File: config.mk
export PLATFORM = sky130hd
export DESIGN_NAME = axi2axis_xy
export DESIGN_NICKNAME = d
export VERILOG_FILES = /design/src/axi_pkg.sv /design/src/noc_pkg.sv /design/src/flit_fifo.sv /design/src/axi_req_packetizer.sv /design/src/axi_resp_depacketizer.sv /design/src/axi2axis_xy.sv
export VERILOG_INCLUDE_DIRS = /design/src
export SDC_FILE = /design/constraint.sdc
export NUM_CORES = 1
export LEC_CHECK = 0
export ABC_AREA = 1
export ABC_CLOCK_PERIOD_IN_PS = 6400
export BUFFER_PORTS_ARGS = -buffer_cell sky130_fd_sc_hd__buf_2
export CORE_AREA = 5 5 177 179
export CTS_BUF_LIST = sky130_fd_sc_hd__clkbuf_8
export DETAILED_ROUTE_END_ITERATION = 10
export DIE_AREA = 0 0 182 184
export GPL_ROUTABILITY_DRIVEN = 0
export PLACE_DENSITY = 0.63
export RECOVER_POWER = 100
export SYNTH_ARGS = -nofsm -noshare
export SYNTH_HDL_FRONTEND = slang
export SYNTH_SLANG_ARGS = --single-unit
File: constraint.sdc
create_clock -name aclk -period 6.4 [get_ports aclk]
set_clock_uncertainty 0.2 [all_clocks]
set_input_delay 1.28 -clock aclk [delete_from_list [all_inputs] [get_ports aclk]]
set_output_delay 1.28 -clock aclk [all_outputs]
set_load 0.05 [all_outputs]
File: src/bridge_settings.svh
`ifndef BRIDGE_SETTINGS_SVH
`define BRIDGE_SETTINGS_SVH

// Mesh coordinate width, per axis.
`define COORD_W 2

// Position of this bridge in the mesh.
`define NODE_X 1
`define NODE_Y 2

`define REQ_FIFO_DEPTH 4 // Outgoing request flits.
`define RSP_FIFO_DEPTH 2 // Incoming response flits.

`endif

File: src/axi_pkg.sv
package axi_pkg;

    typedef logic [3:0]  axi_id_t;
    typedef logic [15:0] axi_addr_t;
    typedef logic [7:0]  axi_len_t; // Beats minus one.
    typedef logic [31:0] axi_data_t;
    typedef logic [3:0]  axi_strb_t;

    // Only 4-byte INCR bursts are handled.
    localparam logic [2:0] AXI_SIZE_4B    = 3'd2;
    localparam logic [1:0] AXI_BURST_INCR = 2'b01;

    localparam int ADDR_MSB = $bits(axi_addr_t) - 1;

endpackage

File: src/noc_pkg.sv
`include "bridge_settings.svh"

package noc_pkg;

    import axi_pkg::*;

    typedef logic [39:0]         flit_t;
    typedef logic [`COORD_W-1:0] coord_t;

    typedef enum logic [1:0] {
        KIND_HEAD   = 2'd0,
        KIND_BODY   = 2'd1,
        KIND_TAIL   = 2'd2,
        KIND_SINGLE = 2'd3
    } flit_kind_e;

    typedef enum logic {
        OP_READ  = 1'b0,
        OP_WRITE = 1'b1
    } noc_op_e;

    // Request head. Destination comes from the top address bits.
    function automatic flit_t head_flit(flit_kind_e kind, noc_op_e op, axi_id_t id,
                                        axi_len_t len, axi_addr_t addr);
        coord_t dst_x;
        coord_t dst_y;
        dst_x = addr[ADDR_MSB -: `COORD_W];
        dst_y = addr[ADDR_MSB - `COORD_W -: `COORD_W];
        return {kind, op, dst_x, dst_y, coord_t'(`NODE_X), coord_t'(`NODE_Y),
                id, len, addr, 1'b0};
    endfunction

    function automatic flit_t data_flit(flit_kind_e kind, axi_strb_t strb, axi_data_t data);
        return {kind, strb, data, 2'b00};
    endfunction

    function automatic flit_t rsp_flit(flit_kind_e kind, noc_op_e op, axi_id_t id,
                                       axi_data_t data);
        return {kind, op, id, data, 1'b0};
    endfunction

    // Kind sits on top in every layout.
    function automatic flit_kind_e flit_kind(flit_t f);
        return flit_kind_e'(f[39:38]);
    endfunction

    function automatic noc_op_e flit_op(flit_t f);
        return noc_op_e'(f[37]);
    endfunction

endpackage

File: src/flit_fifo.sv
`timescale 1ns/100ps

module flit_fifo #(
    parameter int DEPTH = 4
) (
    input  logic            aclk,
    input  logic            arst_n,
    input  logic            in_valid,
    output logic            in_ready,
    input  noc_pkg::flit_t  in_flit,
    output logic            out_valid,
    input  logic            out_ready,
    output noc_pkg::flit_t  out_flit
);

    import noc_pkg::*;

    localparam int PTR_W = (DEPTH > 1) ? $clog2(DEPTH) : 1;
    localparam int CNT_W = $clog2(DEPTH + 1);

    flit_t            mem [DEPTH];
    logic [PTR_W-1:0] wr_ptr;
    logic [PTR_W-1:0] rd_ptr;
    logic [CNT_W-1:0] count;
    logic             push;
    logic             pop;

    assign in_ready  = (count != CNT_W'(DEPTH));
    assign out_valid = (count != '0);
    assign out_flit  = mem[rd_ptr];

    assign push = in_valid && in_ready;
    assign pop  = out_valid && out_ready;

    always_ff @(posedge aclk) begin
        if (push) mem[wr_ptr] <= in_flit;
    end

    always_ff @(posedge aclk or negedge arst_n) begin
        if (!arst_n) begin
            wr_ptr <= '0;
            rd_ptr <= '0;
            count  <= '0;
        end else begin
            if (push) begin
                wr_ptr <= (wr_ptr == PTR_W'(DEPTH - 1)) ? '0 : wr_ptr + 1'b1;
            end
            if (pop) begin
                rd_ptr <= (rd_ptr == PTR_W'(DEPTH - 1)) ? '0 : rd_ptr + 1'b1;
            end
            case ({push, pop})
                2'b10:   count <= count + 1'b1;
                2'b01:   count <= count - 1'b1;
                default: count <= count; // Both or neither.
            endcase
        end
    end

    a_count_bound: assert property (@(posedge aclk) disable iff (!arst_n)
        count <= CNT_W'(DEPTH))
        else $error("flit_fifo: count above DEPTH");

endmodule

File: src/axi_req_packetizer.sv
`timescale 1ns/100ps
`include "bridge_settings.svh"

module axi_req_packetizer (
    input  logic               aclk,
    input  logic               arst_n,

    input  logic               awvalid,
    output logic               awready,
    input  axi_pkg::axi_id_t   awid,
    input  axi_pkg::axi_addr_t awaddr,
    input  axi_pkg::axi_len_t  awlen,
    input  logic [2:0]         awsize,
    input  logic [1:0]         awburst,

    input  logic               wvalid,
    output logic               wready,
    input  axi_pkg::axi_data_t wdata,
    input  axi_pkg::axi_strb_t wstrb,
    input  logic               wlast,

    input  logic               arvalid,
    output logic               arready,
    input  axi_pkg::axi_id_t   arid,
    input  axi_pkg::axi_addr_t araddr,
    input  axi_pkg::axi_len_t  arlen,
    input  logic [2:0]         arsize,
    input  logic [1:0]         arburst,

    output logic               req_valid,
    input  logic               req_ready,
    output noc_pkg::flit_t     req_flit
);

    import axi_pkg::*;
    import noc_pkg::*;

    typedef enum logic [1:0] {
        ST_IDLE,
        ST_WR_HEAD,
        ST_WR_DATA,
        ST_RD_HEAD
    } state_e;

    state_e    state;
    logic      last_grant_rd; // Set when AR won the last grant.
    logic      grant_aw;
    logic      grant_ar;
    logic      last_beat;
    axi_len_t  beat_cnt;
    axi_id_t   id_q;
    axi_addr_t addr_q;
    axi_len_t  len_q;

    // Round robin between AW and AR, only with room downstream.
    always_comb begin
        grant_aw = 1'b0;
        grant_ar = 1'b0;
        if (state == ST_IDLE && req_ready) begin
            if (awvalid && arvalid) begin
                grant_aw = last_grant_rd;
                grant_ar = !last_grant_rd;
            end else begin
                grant_aw = awvalid;
                grant_ar = arvalid;
            end
        end
    end

    assign awready   = grant_aw;
    assign arready   = grant_ar;
    assign wready    = (state == ST_WR_DATA) && req_ready;
    assign last_beat = (beat_cnt == len_q);

    always_comb begin
        req_valid = 1'b0;
        req_flit  = '0;
        case (state)
            ST_WR_HEAD: begin
                req_valid = 1'b1;
                req_flit  = head_flit(KIND_HEAD, OP_WRITE, id_q, len_q, addr_q);
            end
            ST_WR_DATA: begin
                req_valid = wvalid; // W beat goes straight through.
                req_flit  = data_flit(last_beat ? KIND_TAIL : KIND_BODY, wstrb, wdata);
            end
            ST_RD_HEAD: begin
                req_valid = 1'b1;
                req_flit  = head_flit(KIND_SINGLE, OP_READ, id_q, len_q, addr_q);
            end
            default: begin
            end
        endcase
    end

    always_ff @(posedge aclk or negedge arst_n) begin
        if (!arst_n) begin
            state         <= ST_IDLE;
            last_grant_rd <= 1'b1;
            beat_cnt      <= '0;
        end else begin
            case (state)
                ST_IDLE: begin
                    if (grant_aw) begin
                        state         <= ST_WR_HEAD;
                        last_grant_rd <= 1'b0;
                    end else if (grant_ar) begin
                        state         <= ST_RD_HEAD;
                        last_grant_rd <= 1'b1;
                    end
                end
                ST_WR_HEAD: begin
                    if (req_ready) begin
                        state    <= ST_WR_DATA;
                        beat_cnt <= '0;
                    end
                end
                ST_WR_DATA: begin
                    if (wvalid && req_ready) begin
                        beat_cnt <= beat_cnt + 1'b1;
                        if (last_beat) state <= ST_IDLE;
                    end
                end
                ST_RD_HEAD: begin
                    if (req_ready) state <= ST_IDLE;
                end
                default: state <= ST_IDLE;
            endcase
        end
    end

    // Address fields of the granted request.
    always_ff @(posedge aclk) begin
        if (grant_aw) begin
            id_q   <= awid;
            addr_q <= awaddr;
            len_q  <= awlen;
        end else if (grant_ar) begin
            id_q   <= arid;
            addr_q <= araddr;
            len_q  <= arlen;
        end
    end

    a_aw_incr4: assert property (@(posedge aclk) disable iff (!arst_n)
        awvalid && awready |-> awsize == AXI_SIZE_4B && awburst == AXI_BURST_INCR)
        else $error("packetizer: unsupported AW size or burst");

    a_ar_incr4: assert property (@(posedge aclk) disable iff (!arst_n)
        arvalid && arready |-> arsize == AXI_SIZE_4B && arburst == AXI_BURST_INCR)
        else $error("packetizer: unsupported AR size or burst");

    a_wlast_count: assert property (@(posedge aclk) disable iff (!arst_n)
        wvalid && wready |-> wlast == last_beat)
        else $error("packetizer: wlast does not match awlen");

endmodule

File: src/axi_resp_depacketizer.sv
`timescale 1ns/100ps

module axi_resp_depacketizer (
    input  logic               aclk,
    input  logic               arst_n,

    input  logic               rsp_valid,
    output logic               rsp_ready,
    input  noc_pkg::flit_t     rsp_flit,

    output logic               bvalid,
    output axi_pkg::axi_id_t   bid,
    input  logic               bready,

    output logic               rvalid,
    output axi_pkg::axi_id_t   rid,
    output axi_pkg::axi_data_t rdata,
    output logic               rlast,
    input  logic               rready
);

    import axi_pkg::*;
    import noc_pkg::*;

    flit_kind_e kind;
    noc_op_e    op;
    axi_id_t    flit_id;
    axi_data_t  flit_data;
    logic       b_free;
    logic       r_free;
    logic       take;
    logic       load_b;
    logic       load_r;

    // Response layout is kind, op, id, data, spare.
    assign kind      = flit_kind(rsp_flit);
    assign op        = flit_op(rsp_flit);
    assign flit_id   = rsp_flit[36:33];
    assign flit_data = rsp_flit[32:1];

    // A register is free when empty or draining this cycle.
    assign b_free = !bvalid || bready;
    assign r_free = !rvalid || rready;

    assign rsp_ready = (op == OP_WRITE) ? b_free : r_free;

    assign take   = rsp_valid && rsp_ready;
    assign load_b = take && (op == OP_WRITE);
    assign load_r = take && (op == OP_READ);

    always_ff @(posedge aclk or negedge arst_n) begin
        if (!arst_n) begin
            bvalid <= 1'b0;
            rvalid <= 1'b0;
        end else begin
            if (load_b) begin
                bvalid <= 1'b1;
            end else if (bready) begin
                bvalid <= 1'b0;
            end
            if (load_r) begin
                rvalid <= 1'b1;
            end else if (rready) begin
                rvalid <= 1'b0;
            end
        end
    end

    always_ff @(posedge aclk) begin
        if (load_b) bid <= flit_id;
        if (load_r) begin
            rid   <= flit_id;
            rdata <= flit_data;
            rlast <= (kind == KIND_TAIL) || (kind == KIND_SINGLE); // End of burst.
        end
    end

    // Heads only travel on the request side.
    a_no_head: assert property (@(posedge aclk) disable iff (!arst_n)
        rsp_valid |-> kind != KIND_HEAD)
        else $error("depacketizer: head flit on response path");

endmodule

File: src/axi2axis_xy.sv
`timescale 1ns/100ps
`include "bridge_settings.svh"

module axi2axis_xy (
    input  logic               aclk,
    input  logic               arst_n,

    output logic               awready,
    input  logic               awvalid,
    input  axi_pkg::axi_id_t   awid,
    input  axi_pkg::axi_addr_t awaddr,
    input  axi_pkg::axi_len_t  awlen,
    input  logic [2:0]         awsize,
    input  logic [1:0]         awburst,

    output logic               wready,
    input  logic               wvalid,
    input  axi_pkg::axi_data_t wdata,
    input  axi_pkg::axi_strb_t wstrb,
    input  logic               wlast,

    output logic               bvalid,
    output axi_pkg::axi_id_t   bid,
    input  logic               bready,

    output logic               arready,
    input  logic               arvalid,
    input  axi_pkg::axi_id_t   arid,
    input  axi_pkg::axi_addr_t araddr,
    input  axi_pkg::axi_len_t  arlen,
    input  logic [2:0]         arsize,
    input  logic [1:0]         arburst,

    output logic               rvalid,
    output axi_pkg::axi_id_t   rid,
    output axi_pkg::axi_data_t rdata,
    output logic               rlast,
    input  logic               rready,

    input  logic               a_tready,
    output logic               a_tvalid,
    output noc_pkg::flit_t     a_tdata,

    output logic               b_tready,
    input  logic               b_tvalid,
    input  noc_pkg::flit_t     b_tdata
);

    import noc_pkg::*;

    logic  req_valid;
    logic  req_ready;
    flit_t req_flit;
    logic  rsp_valid;
    logic  rsp_ready;
    flit_t rsp_flit;

    axi_req_packetizer axi_req_packetizer_i (
        .aclk      (aclk),
        .arst_n    (arst_n),
        .awvalid   (awvalid),
        .awready   (awready),
        .awid      (awid),
        .awaddr    (awaddr),
        .awlen     (awlen),
        .awsize    (awsize),
        .awburst   (awburst),
        .wvalid    (wvalid),
        .wready    (wready),
        .wdata     (wdata),
        .wstrb     (wstrb),
        .wlast     (wlast),
        .arvalid   (arvalid),
        .arready   (arready),
        .arid      (arid),
        .araddr    (araddr),
        .arlen     (arlen),
        .arsize    (arsize),
        .arburst   (arburst),
        .req_valid (req_valid),
        .req_ready (req_ready),
        .req_flit  (req_flit)
    );

    // Toward the mesh.
    flit_fifo #(.DEPTH(`REQ_FIFO_DEPTH)) req_fifo_i (
        .aclk      (aclk),
        .arst_n    (arst_n),
        .in_valid  (req_valid),
        .in_ready  (req_ready),
        .in_flit   (req_flit),
        .out_valid (a_tvalid),
        .out_ready (a_tready),
        .out_flit  (a_tdata)
    );

    // From the mesh.
    flit_fifo #(.DEPTH(`RSP_FIFO_DEPTH)) rsp_fifo_i (
        .aclk      (aclk),
        .arst_n    (arst_n),
        .in_valid  (b_tvalid),
        .in_ready  (b_tready),
        .in_flit   (b_tdata),
        .out_valid (rsp_valid),
        .out_ready (rsp_ready),
        .out_flit  (rsp_flit)
    );

    axi_resp_depacketizer axi_resp_depacketizer_i (
        .aclk      (aclk),
        .arst_n    (arst_n),
        .rsp_valid (rsp_valid),
        .rsp_ready (rsp_ready),
        .rsp_flit  (rsp_flit),
        .bvalid    (bvalid),
        .bid       (bid),
        .bready    (bready),
        .rvalid    (rvalid),
        .rid       (rid),
        .rdata     (rdata),
        .rlast     (rlast),
        .rready    (rready)
    );

endmodule

==> key figures <==
Drt
  – Met3 WL: 2.458 mm
  – Via count: 8718
  – Antenna Nets Post-Route: 0
  – Max layer used: met5
  – DR pass1 iterations: 5
  – Drc violations: 0
  – Routed Wire Length: 30.41 mm
  – Initial DRC Count: 787
  – Post-Route M1 WL: 12.99 mm
  – Drt wl/cell: 17.51 um
  – Vias per cell: 5.019
  – Routed wire length on met2: 14.22 mm

Clock tree
  – Sink Count: 325
  – CTS buffer count: 52
  – Clock insertion delay at the later pin of the skew report: 590 ps
  – Post-CTS Setup Repair Bufs: 0
  – Clk root buf: clkbuf_8
  – Clock Tree Buf Depth: 3
  – CTS tree: yes
  – Clock slew at reported path FFs: 60 ps
  – Post-CTS sizing: 0
  – Number of H-tree levels: 2
  – # hold bufs at CTS: 0

Global route
  – GR Util All Layers: 17.67%
  – First-pass GRT wire length: 46.11 mm
  – Vias in the first global route: 8244
  – Overflow after GRT: 0
  – Initial antenna violation count: 3
  – Largest net degree at the start of global routing: 82

Synthesis
  – Syn Area/Cell: 12.24 um^2
  – Post-synth top flop: edfxtp_1
  – Netlist cell types: 34
  – Post-synth EDFFs: 301
  – Synth Net Count: 1231
  – Ys async rst share: 7.385%
  – Yosys reg bits: 325
  – Register area share after synthesis: 73.97%
  – Netlist Area Pre-Place: 13030 um^2
  – Warnings, synthesis: 0
  – Post-Syn Instances: 1065

Cells and area
  – Layout cell share with drive strength beyond 1: 16.72%
  – Final #Nets: 1473
  – Design Area, Final: 15380 um^2
  – Area Growth Syn to Fin: 18.00%
  – Most frequent cells in the layout: edfxtp_1 (301), nand2_1 (255), buf_2 (145), o21ai_0 (126), inv_1 (98)
  – Commonest non-fill, non-tap cell in the layout: edfxtp_1

STA
  – Final Cycle Share: 83.34%
  – Worst rel slew slack: -52.84%
  – Sum Neg Setup Slack: 0 ps
  – Hold Slack: 285.0 ps
  – Worst setup slack after layout: 1066 ps
  – Final hold violation count: 0
  – Unrepaired setup endpoints after global routing: no
  – Final min period: 5334 ps
  – Max Fclk: 0.1875 GHz
  – Setup violators final: 0
  – Final Max Slew Viols: 200
  – Tightest Pin Transition: 2293 ps

Outcome
  – Status: complete, but fails checks
  – Failing checks: capacitance limit, slew limit

Critical path
  – Worst Path Max Fanout: 46
  – Critical path class: reg2out
  – FF-to-FF Start: axi_req_packetizer_i.state[1]
  – Crit path launch: axi_req_packetizer_i.state[1]
  – Critical Path RT: 4920 ps
  – Worst setup SP type: register
  – CP arrival: 3850 ps
  – Critical Path End Type: output port

Floorplan
  – Initial core utilization: 44.33%
  – Core area: 29400 um^2
  – Row cnt: 63
  – Full die area: 33490 um^2
  – Die Ht: 184 um
  – Die W: 182 um
  – IO Pins: 240

Power
  – Maximum VDD drop: 0.3158 mV
  – Total Power: 8.738 mW
  – Leakage: 6.066 nW
  – PD cells: 568.2 nW/um^2

Placed design
  – Port bufs: 225
  – Pre-CTS setup slack: 2230 ps
  – DP Wirelength: 19.68 mm
  – Post-Place Cell Area: 14570 um^2

Worst hold path
  – Worst Hold Class: reg2reg
  – Hold Crit Start: rsp_fifo_i.mem[0][7]

Flow run
  – Max-Cap Viols: 7
synthesized netlist by cell type (2+ instances only):
cell | n | area, um^2
nor2_1 | 97 | 364.1
buf_2 | 10 | 50.05
buf_6 | 3 | 33.78
buf_4 | 2 | 15.01
a21oi_1 | 14 | 70.07
edfxtp_1 | 301 | 9039
clkbuf_1 | 30 | 112.6
dfrtp_1 | 23 | 575.6
o22ai_1 | 40 | 250.2
inv_2 | 4 | 15.01
o21ai_1 | 6 | 30.03
nand3_1 | 44 | 220.2
inv_1 | 70 | 262.8
nand4_1 | 4 | 25.02
buf_1 | 7 | 26.28
ha_1 | 13 | 162.7
xnor2_1 | 5 | 43.79
o21ai_0 | 120 | 600.6
nand2_1 | 252 | 945.9
xor2_1 | 4 | 35.03
nand2_2 | 3 | 18.77
worst max-delay path, cell delays in order, from the launching register on:
cell and delay (ps):
dfrtp_1 570, ha_1 240, clkbuf_1 1630, inv_1 290, a21oi_1 230, buf_2 310
routing by layer:
metal,global-route usage [%],vias up
met1,24.31,4139
met5,0,-
li1,-,4204
met3,4.511,53
met4,5.134,4
met2,28.14,318
stage by stage:
stage / std cells / utilization (%)
after floorplan: 1065 / -
final: 1737 / 52.30
after CTS: 1736 / 52.90
after global routing: 1737 / 52.30
after global placement: 1643 / 49.55
after detailed placement: 1643 / 49.55
layout make-up:
| class | instances | area [um^2] |
|---|---|---|
| diodes | 1 | 2.502 |
| clock buffers | 58 | 798.3 |
| clock inverters | 35 | 187.7 |
| fillers | 2541 | 14020 |
| inverters | 74 | 277.8 |
| multi-input cells | 614 | 2877 |
| flip-flops and latches | 325 | 9642 |
| well taps | 390 | 488.0 |
| repair buffers | 240 | 1106 |
power breakdown:
group,internal [mW],switching [mW],total [mW]
Clock,0.873,0.791,1.66
Combinational,0.674,2.94,3.61
Sequential,3.27,0.196,3.46
state kept, by name, indices dropped and copies added (netlist names), 2 cells and up:
name and cells:
axi_resp_depacketizer_i.bid 4, rsp_fifo_i.mem 76, axi_req_packetizer_i.len_q 8, axi_resp_depacketizer_i.rid 4
axi_req_packetizer_i.beat_cnt 8, axi_req_packetizer_i.state 2, axi_req_packetizer_i.id_q 4, axi_req_packetizer_i.addr_q 16
axi_resp_depacketizer_i.rdata 32, req_fifo_i.mem 156, req_fifo_i.rd_ptr 2, rsp_fifo_i.count 2
req_fifo_i.count 3, req_fifo_i.wr_ptr 2
worst paths after layout:
kind	to	slack (ps)	depth (start not counted)
max	wready	1070	5
max reg2reg	req_fifo_i.mem[3][12]	1320	8
max in group asynchronous	req_fifo_i.rd_ptr[0]	4120	1
min in group asynchronous	rsp_fifo_i.count[1]	850	1
min	axi_resp_depacketizer_i.rdata[6]	290	2
min reg2reg	axi_resp_depacketizer_i.rdata[6]	290	2
kinds of logic after synthesis:
| family | share of synthesized area, % |
|---|---|
| buffers and inverters | 3.955 |
| AO/OA/AOI/OAI | 7.709 |
| XOR/XNOR | 0.6048 |
| flip-flops | 73.97 |
| AND/OR/NAND/NOR | 12.33 |
| other | 0.02877 |
| adder cells (fa/ha/maj) | 1.402 |
(Power assumes the default switching activity.)
